$ cat src/common/dispatch_pkg.sv
// Dispatch unit shared definitions: memory geometry, operation, entry and result types.
package dispatch_pkg;

   localparam int DISP_ADDR_W = 11;                // Dispatch memory address width.
   localparam int DISP_DEPTH  = 1 << DISP_ADDR_W;  // 2048 entries.
   localparam int DISP_WORD_W = 17;                // Entry width.
   localparam int SRC_W       = 32;                // Source word width.
   localparam int UPC_W       = 14;                // Micro-PC width.
   localparam int ROT_W       = 5;                 // Rotate amount, 0 to 31.
   localparam int FIELD_W     = 3;                 // Field width code, 0 to 7 bits.

   // Dispatch operation carried with a start strobe.
   typedef struct packed {
      logic [ROT_W-1:0]       rot;                 // Left rotate of the source.
      logic [FIELD_W-1:0]     width;               // Number of low bits kept.
      logic [DISP_ADDR_W-1:0] base;                // Dispatch table base.
   } disp_op_t;

   // Memory entry layout, flags in the top three bits.
   typedef struct packed {
      logic             pop;                       // Bit 16.
      logic             push;                      // Bit 15.
      logic             inhibit;                   // Bit 14.
      logic [UPC_W-1:0] target;
   } disp_entry_t;

   // Decoded dispatch result handed back to the sequencer.
   typedef struct packed {
      logic [UPC_W-1:0] next_upc;
      logic             push;                      // Push return address.
      logic             pop;                       // Pop return address.
      logic             inhibit;                   // Inhibit next instruction.
   } disp_result_t;

endpackage

$ cat src/dispatch/dispatch_field.sv
// Dispatch field extraction: rotates the source, masks the field and merges it into the base.
module dispatch_field
(
   input  logic                                 clk_a,
   input  logic                                 reset,
   input  logic                                 dispatch_start,
   input  dispatch_pkg::disp_op_t               dispatch_op,
   input  logic [dispatch_pkg::SRC_W-1:0]       source,
   input  logic [dispatch_pkg::UPC_W-1:0]       return_upc,
   output logic                                 addr_valid,
   output logic [dispatch_pkg::DISP_ADDR_W-1:0] disp_addr,
   output logic [dispatch_pkg::UPC_W-1:0]       stage_return_upc
);

   import dispatch_pkg::*;

   logic [2*SRC_W-1:0]     source_pair;
   logic [SRC_W-1:0]       rotated;
   logic [DISP_ADDR_W-1:0] field_mask;
   logic [DISP_ADDR_W-1:0] field_bits;
   logic [DISP_ADDR_W-1:0] next_addr;

   // Rotate left by taking a window of the doubled word.
   assign source_pair = {source, source};
   assign rotated     = source_pair[(2*SRC_W-1-dispatch_op.rot) -: SRC_W];

   // Width 0 gives an empty mask, so the base passes alone.
   assign field_mask = DISP_ADDR_W'((1 << dispatch_op.width) - 1);
   assign field_bits = rotated[DISP_ADDR_W-1:0] & field_mask;
   assign next_addr  = dispatch_op.base | field_bits;

   always_ff @(posedge clk_a)
   begin
      if (reset)
      begin
         addr_valid <= 1'b0;
      end
      else
      begin
         addr_valid <= dispatch_start;
      end
   end

   // Address and return micro-PC move together with the valid.
   always_ff @(posedge clk_a)
   begin
      if (dispatch_start)
      begin
         disp_addr        <= next_addr;
         stage_return_upc <= return_upc;
      end
   end

endmodule

$ cat config.mk
export PLATFORM = sky130hd
export DESIGN_NAME = dispatch_field
export DESIGN_NICKNAME = d
export VERILOG_FILES = /design/src/common/dispatch_pkg.sv /design/src/dispatch/dispatch_field.sv
export SDC_FILE = /design/constraint.sdc
export NUM_CORES = 1
export LEC_CHECK = 0
export BUFFER_PORTS_ARGS = -buffer_cell sky130_fd_sc_hd__buf_2
export CORE_AREA = 3 3 75 77
export CTS_BUF_LIST = sky130_fd_sc_hd__clkbuf_8
export DETAILED_ROUTE_END_ITERATION = 7
export DIE_AREA = 0 0 78 80
export PLACE_DENSITY = 0.79
export SLEW_MARGIN = 40
export SYNTH_ARGS = -nofsm -noshare
export SYNTH_HDL_FRONTEND = slang
export SYNTH_SLANG_ARGS = --single-unit
$ cat constraint.sdc
create_clock -name clk_a -period 3.35 [get_ports clk_a]
set_clock_uncertainty 0.2 [all_clocks]
set_input_delay 0.5025 -clock clk_a [delete_from_list [all_inputs] [get_ports clk_a]]
set_output_delay 0.5025 -clock clk_a [all_outputs]
set_load 0.01 [all_outputs]
==> impl_metrics.yaml <==
power_and_ir_drop:
  p_clk_frac: 0.252
  cellLeakagePower_uw: 0.00128
  report.power.total_uw: 984
  seqPwrFrac: 0.399
  power.density_nw_per_um2: 318
  power.net_switching_uw: 261
  p_sw_frac: 0.265
  p_int_uw: 724
  ir_drop_v: 0.000164
  combPwrFrac: 0.349
run_status:
  status: "finished clean"
clock_tree:
  hold_buffers: 0
  numCtsBuffers: 3
  h-tree-depth: 1
  cts_root_buf: "clkbuf_8"
  clock_path_buffers: 2
  cts_tree: "done"
  post_cts_resize_count: 0
  clock_sinks: 26
  clkTransAtPathRegs_ps: 80
  post_cts_buffers: 0
sta:
  finalHoldViolations: 0
  finalCritPeriodShare: 0.798
  slew_headroom: 0.590
  setup-tns-final_ps: 0
  period_minus_slack_ps: 2670
  setup_viol: 0
  fmax_mhz: 374
  drv_slew: 0
  rsz0062_at_grt: "no"
  worstMarginPinSlew_ps: 616
setup_path:
  required_ps: 3160
  end_kind: "register"
  path_class: "input port to register"
  path_max_fanout: 21
  start_kind: "input port"
  arrival_ps: 2480
finish:
  layout_commonest_cell: "buf_2"
  final_area_um2: 3100
  fin_nets: 340
  final_cell_mix: "93 x buf_2, 32 x mux4_2, 25 x edfxtp_1"
  diodes: 0
  synthToLayoutAreaGrowth_pct: 20.0
  final_cells: 340
  drive_above_1_share: 0.548
detailed_routing:
  wl_met3_um: 758
  via_per_inst: 6.19
  met2_length_mm: 3.23
  ant_nets: 0
  wl_per_cell_um: 19.3
  drt_first_iter_violations: 145
  drt_wl_total_mm: 6.56
  drtPass1Iterations: 4
  wl_met1_mm: 2.53
  drcViolationCount: 0
  routed-via-count: 2104
  top_layer: "met4"
worst_hold_path:
  hold_path.class: "input port to register"
  holdPathStages: 2
placed_design:
  io_buffer_count: 93
  place_area_um2: 3030
  dp_hpwl_mm: 5.20
  placed_cells: 336
  gp_congestion: 0.933
synthesis:
  syn_area_um2: 2580
  synth_seq_area_share: 0.299
  synth_edf_count: 25
  syn_nets: 256
  ys.warnings.count: 0
  ys.flop_type: "edfxtp_1"
  ys_ff_latch: 26
  synthCells: 187
  synth.avg_cell_area_um2: 13.8
  async_reset_ff_frac: 0
  synth_cell_types: 44
global_routing:
  grt_usage: 0.213
  grt_pass1_vias: 1990
  antenna_found_initial: 0
  grt_pass1_wl_mm: 10.2
  overflow: 0
  grt_max_degree: 29
die:
  die_area_um2: 6240
  die_x_um: 78
  rows: 26
  core_um2: 5070
  die_height_um: 80
  start_util: 0.508
  ios: 94
run:
  cap_violations: 0
==> routing by layer <==
layer / GRT usage / up-vias
met3: 0.0293 / 4
met5: 0 / -
li1: - / 947
met1: 0.289 / 1018
met4: 0.0437 / 0
met2: 0.367 / 135
==> kinds of logic (layout without fill, tap and decap cells) <==
logic type      after synthesis  after routing  share of synthesized area
compound gates               28             28                     0.0737
flops                        26             26                      0.299
mux                          67             67                      0.477
simple gates                 38             38                     0.0713
buf+inv                      25            108                     0.0679
fa+ha+maj                     1              1                    0.00485
xor+xnor                      2              2                    0.00679
==> area by class of cell <==
| class | instances | area [um^2] |
|---|---|---|
| Timing Repair Buffer | 100 | 518 |
| Inverter | 4 | 15.0 |
| Sequential cell | 26 | 771 |
| Multi-Input combinational cell | 136 | 1630 |
| Clock buffer | 3 | 41.3 |
| Clock inverter | 1 | 30.0 |
| Tap cell | 70 | 87.6 |
| Fill cell | 403 | 1980 |
==> final timing paths <==
path	startpoint	end	slack (ps)
hold / removal	reset	addr_valid	180
setup / recovery	dispatch_op[15]	disp_addr[5]	680
==> state kept, by name, summed over array words and instances (netlist names) <==
name and cells:
disp_addr 11, addr_valid 1, stage_return_upc 14
==> power by group through the flow <==
stage / sequential (uW) / clock [uW] / combinational (uW)
after global routing: 396 / 272 / 371
after CTS: 394 / 255 / 343
after floorplan: 418 / 0 / 207
after detailed placement: 401 / 0 / 341
final: 393 / 248 / 343
after global placement: 400 / 0 / 335
==> synthesized netlist by cell type, types with 3 or more instances <==
library cell,n,area (um^2)
inv_1,3,11.3
edfxtp_1,25,751
mux2_2,10,113
nand2_1,12,45.0
nor2b_1,3,18.8
buf_4,4,30.0
buf_6,6,67.6
or3_1,3,18.8
nor2_1,9,33.8
clkbuf_1,6,22.5
mux4_2,32,721
a21oi_1,6,30.0
mux4_1,9,236
mux2i_1,16,160
o21ai_0,4,20.0
a21o_1,3,22.5
==> worst max-delay path, stage by stage <==
cell	delay, ps
buf_2	430
buf_4	290
mux4_1	560
mux2i_1	200
a2111oi_0	120
or3_1	370
==> stage by stage <==
stage          hold WS, ps  utilization  setup slack (ps)
6_report               184        0.610               676
5_1_grt                166        0.610               530
4_1_cts                177        0.610               667
3_5_place_dp           461        0.596               393
3_3_place_gp           458        0.596               456
2_1_floorplan          374            -               844
No activity file was read; power rests on OpenSTA's default activity.
