--- config.mk ---
export PLATFORM = sky130hd
export DESIGN_NAME = dispatch_decode
export DESIGN_NICKNAME = d
export VERILOG_FILES = /design/src/common/dispatch_pkg.sv /design/src/dispatch/dispatch_decode.sv
export SDC_FILE = /design/constraint.sdc
export NUM_CORES = 1
export LEC_CHECK = 0
export ABC_AREA = 1
export BUFFER_PORTS_ARGS = -buffer_cell sky130_fd_sc_hd__buf_4
export CAP_MARGIN = 20
export CELL_PAD_IN_SITES_DETAIL_PLACEMENT = 1
export CELL_PAD_IN_SITES_GLOBAL_PLACEMENT = 1
export CORE_MARGIN = 5
export CORE_UTILIZATION = 33
export CTS_CLUSTER_SIZE = 28
export DETAILED_ROUTE_END_ITERATION = 8
export PLACE_DENSITY_LB_ADDON = 0.25
export SKIP_LAST_GASP = 1
export SYNTH_ARGS = -nofsm -noshare
export SYNTH_HDL_FRONTEND = slang
export SYNTH_SLANG_ARGS = --single-unit
--- constraint.sdc ---
create_clock -name clk_a -period 1.17 [get_ports clk_a]
set_input_delay 0.1755 -clock clk_a [delete_from_list [all_inputs] [get_ports clk_a]]
set_output_delay 0.1755 -clock clk_a [all_outputs]
set_load 0.005 [all_outputs]
--- src/common/dispatch_pkg.sv ---
// Dispatch unit shared definitions: memory geometry, operation, entry and result types.
package dispatch_pkg;

   localparam int DISP_ADDR_W = 11;                // Dispatch memory address width.
   localparam int DISP_DEPTH  = 1 << DISP_ADDR_W;  // 2048 entries.
   localparam int DISP_WORD_W = 17;                // Entry width.
   localparam int SRC_W       = 32;                // Source word width.
   localparam int UPC_W       = 14;                // Micro-PC width.
   localparam int ROT_W       = 5;                 // Rotate amount, 0 to 31.
   localparam int FIELD_W     = 3;                 // Field width code, 0 to 7 bits.

   // Dispatch operation carried with a start strobe.
   typedef struct packed {
      logic [ROT_W-1:0]       rot;                 // Left rotate of the source.
      logic [FIELD_W-1:0]     width;               // Number of low bits kept.
      logic [DISP_ADDR_W-1:0] base;                // Dispatch table base.
   } disp_op_t;

   // Memory entry layout, flags in the top three bits.
   typedef struct packed {
      logic             pop;                       // Bit 16.
      logic             push;                      // Bit 15.
      logic             inhibit;                   // Bit 14.
      logic [UPC_W-1:0] target;
   } disp_entry_t;

   // Decoded dispatch result handed back to the sequencer.
   typedef struct packed {
      logic [UPC_W-1:0] next_upc;
      logic             push;                      // Push return address.
      logic             pop;                       // Pop return address.
      logic             inhibit;                   // Inhibit next instruction.
   } disp_result_t;

endpackage

--- src/dispatch/dispatch_decode.sv ---
// Dispatch entry decode: picks the next micro-PC and the return stack flags.
module dispatch_decode
(
   input  logic                           clk_a,
   input  logic                           reset,
   input  logic                           entry_valid,
   input  dispatch_pkg::disp_entry_t      entry,
   input  logic [dispatch_pkg::UPC_W-1:0] entry_return_upc,
   output logic                           dispatch_valid,
   output dispatch_pkg::disp_result_t     result
);

   import dispatch_pkg::*;

   logic             entry_valid_q;
   logic [UPC_W-1:0] return_upc_q;
   disp_result_t     next_result;

   // The memory adds one cycle, so valid and return micro-PC wait for q_a.
   always_ff @(posedge clk_a)
   begin
      if (reset)
      begin
         entry_valid_q <= 1'b0;
      end
      else
      begin
         entry_valid_q <= entry_valid;
      end
   end

   always_ff @(posedge clk_a)
   begin
      return_upc_q <= entry_return_upc;
   end

   // Pop returns to the caller's micro-PC and overrides push.
   always_comb
   begin
      next_result.inhibit = entry.inhibit;
      next_result.pop     = entry.pop;
      if (entry.pop)
      begin
         next_result.next_upc = return_upc_q;
         next_result.push     = 1'b0;
      end
      else
      begin
         next_result.next_upc = entry.target;
         next_result.push     = entry.push;
      end
   end

   always_ff @(posedge clk_a)
   begin
      if (reset)
      begin
         dispatch_valid <= 1'b0;
      end
      else
      begin
         dispatch_valid <= entry_valid_q;          // One-cycle pulse per dispatch.
      end
   end

   // Result holds between dispatches.
   always_ff @(posedge clk_a)
   begin
      if (entry_valid_q)
      begin
         result <= next_result;
      end
   end

endmodule

==> flow_summary.toml, run 1 <==
[layout]
fin_area_um2 = 1680
seq_area_um2 = 831
post-route-util = 0.540
fin_nets = 190
syn_to_final_growth_pct = 55.6
diodes = 0
multiInputGateArea_um2 = 181
drive_gt1_frac = 0.401
n_fill_cell = 369

[timing]
worst_pin_slew_ps = 213
hold_viol = 0
timing.final.crit_share = 0.891
maxSlewHeadroom = 0.858
drv_slew = 0
timing.fmax_mhz = 959
min_period_ps = 1040
fin_skew_ps = 3.03
final.setup.tns_ps = 0
rsz0062_at_grt = "no"
hold-worst-slack_ps = 34.0
setup_viol_count_final = 0

[worst_setup_path]
crit_required_ps = 990
timing.critical_path.from_type = "flop"
worstSetupPathType = "flop to output port"
crit_path_max_fanout = 1
path_buf_inv = 1
cp_top_family = "flip-flops"
arrival_ps = 870
slowest_delay_ps = 400
slowest_stage = "edfxtp_1"
path_cells = "buf_4"
crit_path_end_kind = "output port"

[global_route]
grt_pass1_wl_um = 3840
grt_pass1_vias = 877
grt_max_degree = 19
track_usage = 0.123
overflow = 0
antenna_found_initial = 0

[synth]
ys_ff_latch = 33
synth_area_um2 = 1080
yosys_warnings = 0
synth_fp_nets = 119
synth_cells = 85
synth_cell_type_count = 10
ys_seq_area_frac = 0.771
syn_area_per_cell_um2 = 12.7

[routing]
drc_errors = 0
dr.pass1.iters = 2
wl_per_cell_um = 12.6
num_vias = 823
drt-initial-drc-count = 19
ant_nets = 0
viasPerCell = 4.09
drt-total-wl_um = 2530

[power]
internal_power_w = 0.00166
p_sw_w = 0.000444
comb_power_share = 0.113
p_clk_frac = 0.276
ir_drop_mv = 0.688
p_seq_frac = 0.612
p_leak_nw = 0.788
powerDensity_nw_per_um2 = 1260
finalPower_w = 0.00211
switching_share = 0.211

[min_path]
hp-class = "primary input to flop"

[place]
gp_congestion = 0.641
port_buffers = 51
dpl_cell_area_um2 = 1480

[clocking]
ctsResizeCount = 0
max-clock-path-buffers = 2
cts_tree = "done"
htree_levels = 2
post_cts.repair.setup_buffers = 0
clkSlewWorstSetupHoldPaths_ps = 90
hold_buffers = 15
clock_sinks = 33
cts_buffers = 5
insertion_delay_ps = 320
ctsRootBufferMaster = "clkbuf_4"

[flow_run]
cap_violations = 0

[floorplanning]
core_area_um2 = 3100
start_util = 0.347
die_w_um = 67.1
fp-row-count = 20
die_y_um = 67.1
dieArea_um2 = 4510
io-pin-count = 52

[status]
status = "finished clean"
==> final cells by class <==
cell class / count / share of cell area
sequential: 33 / 0.496
timing repair buffer: 67 / 0.322
multi-input combinational: 45 / 0.108
tap: 44 / 0.0328
clock buffer: 8 / 0.0291
inverter: 4 / 0.0119
==> power groups by stage <==
stage                     registers (W)   logic, W  clock network (W)
after floorplan                 0.00132  0.0000673                  0
after global placement          0.00131   0.000193                  0
after detailed placement        0.00131   0.000200                  0
after CTS                       0.00129   0.000241           0.000604
after global routing            0.00129   0.000263           0.000657
final                           0.00129   0.000238           0.000580
==> through the flow <==
step	setup slack, ps	std cells
2_1_floorplan	142	85
3_3_place_gp	308	178
3_5_place_dp	287	178
4_1_cts	108	201
5_1_grt	69.7	201
6_report	128	201
==> placed cells by master, fill, tap and decap left out, drive strengths merged <==
| cell type | count |
|---|---|
| inv | 4 |
| dfxtp | 16 |
| nor2 | 3 |
| buf | 52 |
| edfxtp | 17 |
| dlygate4sd3 | 15 |
| clkbuf | 8 |
| nand2 | 42 |
==> cell usage after synthesis <==
master | number | area share
clkbuf_8 | 1 | 0.013
buf_12 | 1 | 0.019
buf_6 | 1 | 0.010
inv_1 | 3 | 0.010
edfxtp_1 | 17 | 0.47
dfxtp_1 | 16 | 0.30
inv_6 | 1 | 0.0081
nor2_1 | 3 | 0.010
nand2_2 | 5 | 0.029
nand2_1 | 37 | 0.13
==> metal layers <==
| layer | share of wire | GRT usage |
|---|---|---|
| met5 | 0 | 0 |
| met2 | 0.59 | 0.244 |
| met3 | 0.078 | 0.0566 |
| met4 | 0.014 | 0.0608 |
| met1 | 0.32 | 0.0967 |
==> path summary, 6_finish.rpt <==
kind	startpoint	to	slack, ps	cells after the start
setup / recovery	result[7]$_DFFE_PP_	result[7]	130	1
hold / removal	entry[14]	result[0]$_DFFE_PP_	30	1
setup reg to reg	entry_valid_q$_SDFF_PP0_	result[9]$_DFFE_PP_	320	1
hold reg to reg	return_upc_q[0]$_DFF_P_	result[3]$_DFFE_PP_	510	2
==> state kept, by name, indices dropped and copies added, names as in the netlist <==
name	flops
result	17
entry_valid_q	1
dispatch_valid	1
return_upc_q	14
==> cells by family (layout without fill, tap and decap cells) <==
family / Yosys count / in the layout / share of synthesized area
and+or+nand+nor: 45 / 45 / 0.168
DFF: 33 / 33 / 0.771
buffers and inverters: 7 / 79 / 0.0604
(Power assumes the default switching activity.)
==> run 2: changes to the inputs <==
- GPL_TIMING_DRIVEN: not set -> 0
==> run 2 against run 1 <==
Flip-flop and latch count unchanged. First-iteration DRC count up 16%. Sequential share of layout area down 1.3 points. Non-clock buffer count grew 2.
==> flow_summary.toml, run 2 (synthesis results as in run 1) <==
[status]
status = "finished clean"

[worst_setup_path]
path_buf_inv = 1
crit_required_ps = 990
worstSetupPathType = "flop to output port"
ff2ff_setup_slack_ps = 240
r2r_end = "result[3]$_DFFE_PP_"
crit_path_max_fanout = 1
timing.critical_path.from_type = "flop"
rr_worst_depth = 0
slowest_stage = "edfxtp_1"
reg2reg_from = "entry_valid_q$_SDFF_PP0_"
path_cells = "buf_4"
slowest_delay_ps = 380
arrival_ps = 850
cp_top_family = "flip-flops"
crit_path_end_kind = "output port"

[layout]
drive_gt1_frac = 0.421
n_fill_cell = 361
top_regs = "result x17, return_upc_q x14"
fin_nets = 192
syn_to_final_growth_pct = 60.2
post-route-util = 0.556
layout_common_cells = "51 x buf_4, 37 x nand2_1, 17 x edfxtp_1, 15 x dfxtp_1, 15 x dlygate4sd3_1"
top_register = "result"
largest_reg_flops = 17
layout_commonest_cell = "buf_4"
diodes = 0

[timing]
min_period_ps = 1020
maxSlewHeadroom = 0.728
worst_pin_slew_ps = 407
hold_viol = 0
timing.final.crit_share = 0.872
hold-worst-slack_ps = 34.3
timing.fmax_mhz = 980
final.setup.tns_ps = 0
setup_viol_count_final = 0
drv_slew = 0
fin_skew_ps = 5.42
rsz0062_at_grt = "no"

[power]
p_sw_w = 0.000441
powerDensity_nw_per_um2 = 1260
p_clk_frac = 0.292
internal_power_w = 0.00173
p_leak_nw = 0.812
comb_power_share = 0.111
p_seq_frac = 0.597
switching_share = 0.203
ir_drop_mv = 0.830

[min_path]
hold_start = "entry[14]"
hold_end = "result[0]$_DFFE_PP_"
min_path_cells = 1
hp-class = "primary input to flop"

[routing]
wl_per_cell_um = 12.5
drc_errors = 0
drt-total-wl_um = 2540
drt-initial-drc-count = 22
num_vias = 819
viasPerCell = 4.03
dr.pass1.iters = 2
ant_nets = 0

[floorplanning]
fp-row-count = 20
dieArea_um2 = 4510
die_y_um = 67.1
die_w_um = 67.1
start_util = 0.347
core_area_um2 = 3100
io-pin-count = 52

[place]
hpwl_um = 1780
gp_congestion = 0.669
port_buffers = 51

[clocking]
insertion_delay_ps = 320
clkSlewWorstSetupHoldPaths_ps = 90
clock_sinks = 33
max-clock-path-buffers = 2
cts_buffers = 5
cts_tree = "done"
htree_levels = 2
ctsRootBufferMaster = "clkbuf_4"

[global_route]
grt_pass1_vias = 907
overflow = 0
track_usage = 0.129
antenna_found_initial = 0
grt_pass1_wl_um = 4060
grt_max_degree = 19

[flow_run]
cap_violations = 0
-- run 2: repair_timing --
item | 4_1_cts | 5_1_grt
endpoints found under the hold margin | 15 | 0
buffers inserted | 0 | 0
resized for setup | 1 | 0
setup endpoints to repair | 17 | 0
hold buffers | 15 | 0
-- run 2: worst max-delay path by stage --
| stage | slack, ps | cells after the start | startpoint | endpoint |
|---|---|---|---|---|
| 2_1_floorplan | 140 | 0 | entry_valid_q$_SDFF_PP0_ | result[0]$_DFFE_PP_ |
| 3_3_place_gp | -20 | 0 | entry_valid_q$_SDFF_PP0_ | result[11]$_DFFE_PP_ |
| 3_5_place_dp | -40 | 0 | entry_valid_q$_SDFF_PP0_ | result[11]$_DFFE_PP_ |
| 4_1_cts | 130 | 1 | result[12]$_DFFE_PP_ | result[12] |
| 5_1_grt | 100 | 1 | result[13]$_DFFE_PP_ | result[13] |
| 6_report | 150 | 1 | result[3]$_DFFE_PP_ | result[3] |
-- run 2: routing by layer --
layer	vias up	global-route usage	routed length [um]
met3	6	0.0483	192
met5	-	0	0
li1	414	-	-
met2	29	0.264	1570
met4	0	0.0608	44
met1	370	0.104	732
-- run 2: power groups by stage --
stage	combinational (W)	clock (W)	sequential, W
after global routing	0.000266	0.000720	0.00130
after floorplan	0.0000673	0	0.00132
final	0.000241	0.000634	0.00130
after detailed placement	0.000202	0	0.00133
after global placement	0.000195	0	0.00132
after CTS	0.000244	0.000664	0.00130
-- run 2: final cells by class --
cell class	count	area [um^2]	share of cell area
sequential	33	832	0.482
multi-input combinational	45	181	0.105
tap	44	55.1	0.0319
timing repair buffer	66	533	0.309
clock buffer	8	58.8	0.0341
inverter	4	20.0	0.0116
buffer	3	45.0	0.0261
-- run 2: metrics by stage --
stage               total power [W]  std cells  area, um^2  worst slack, ps
global placement            0.00152        180        1520            -18.6
floorplan                   0.00139         85        1080              142
CTS                         0.00221        203        1730              128
detailed placement          0.00153        180        1520            -38.6
global route                0.00229        203        1730             96.2
finish                      0.00217        203        1730              149
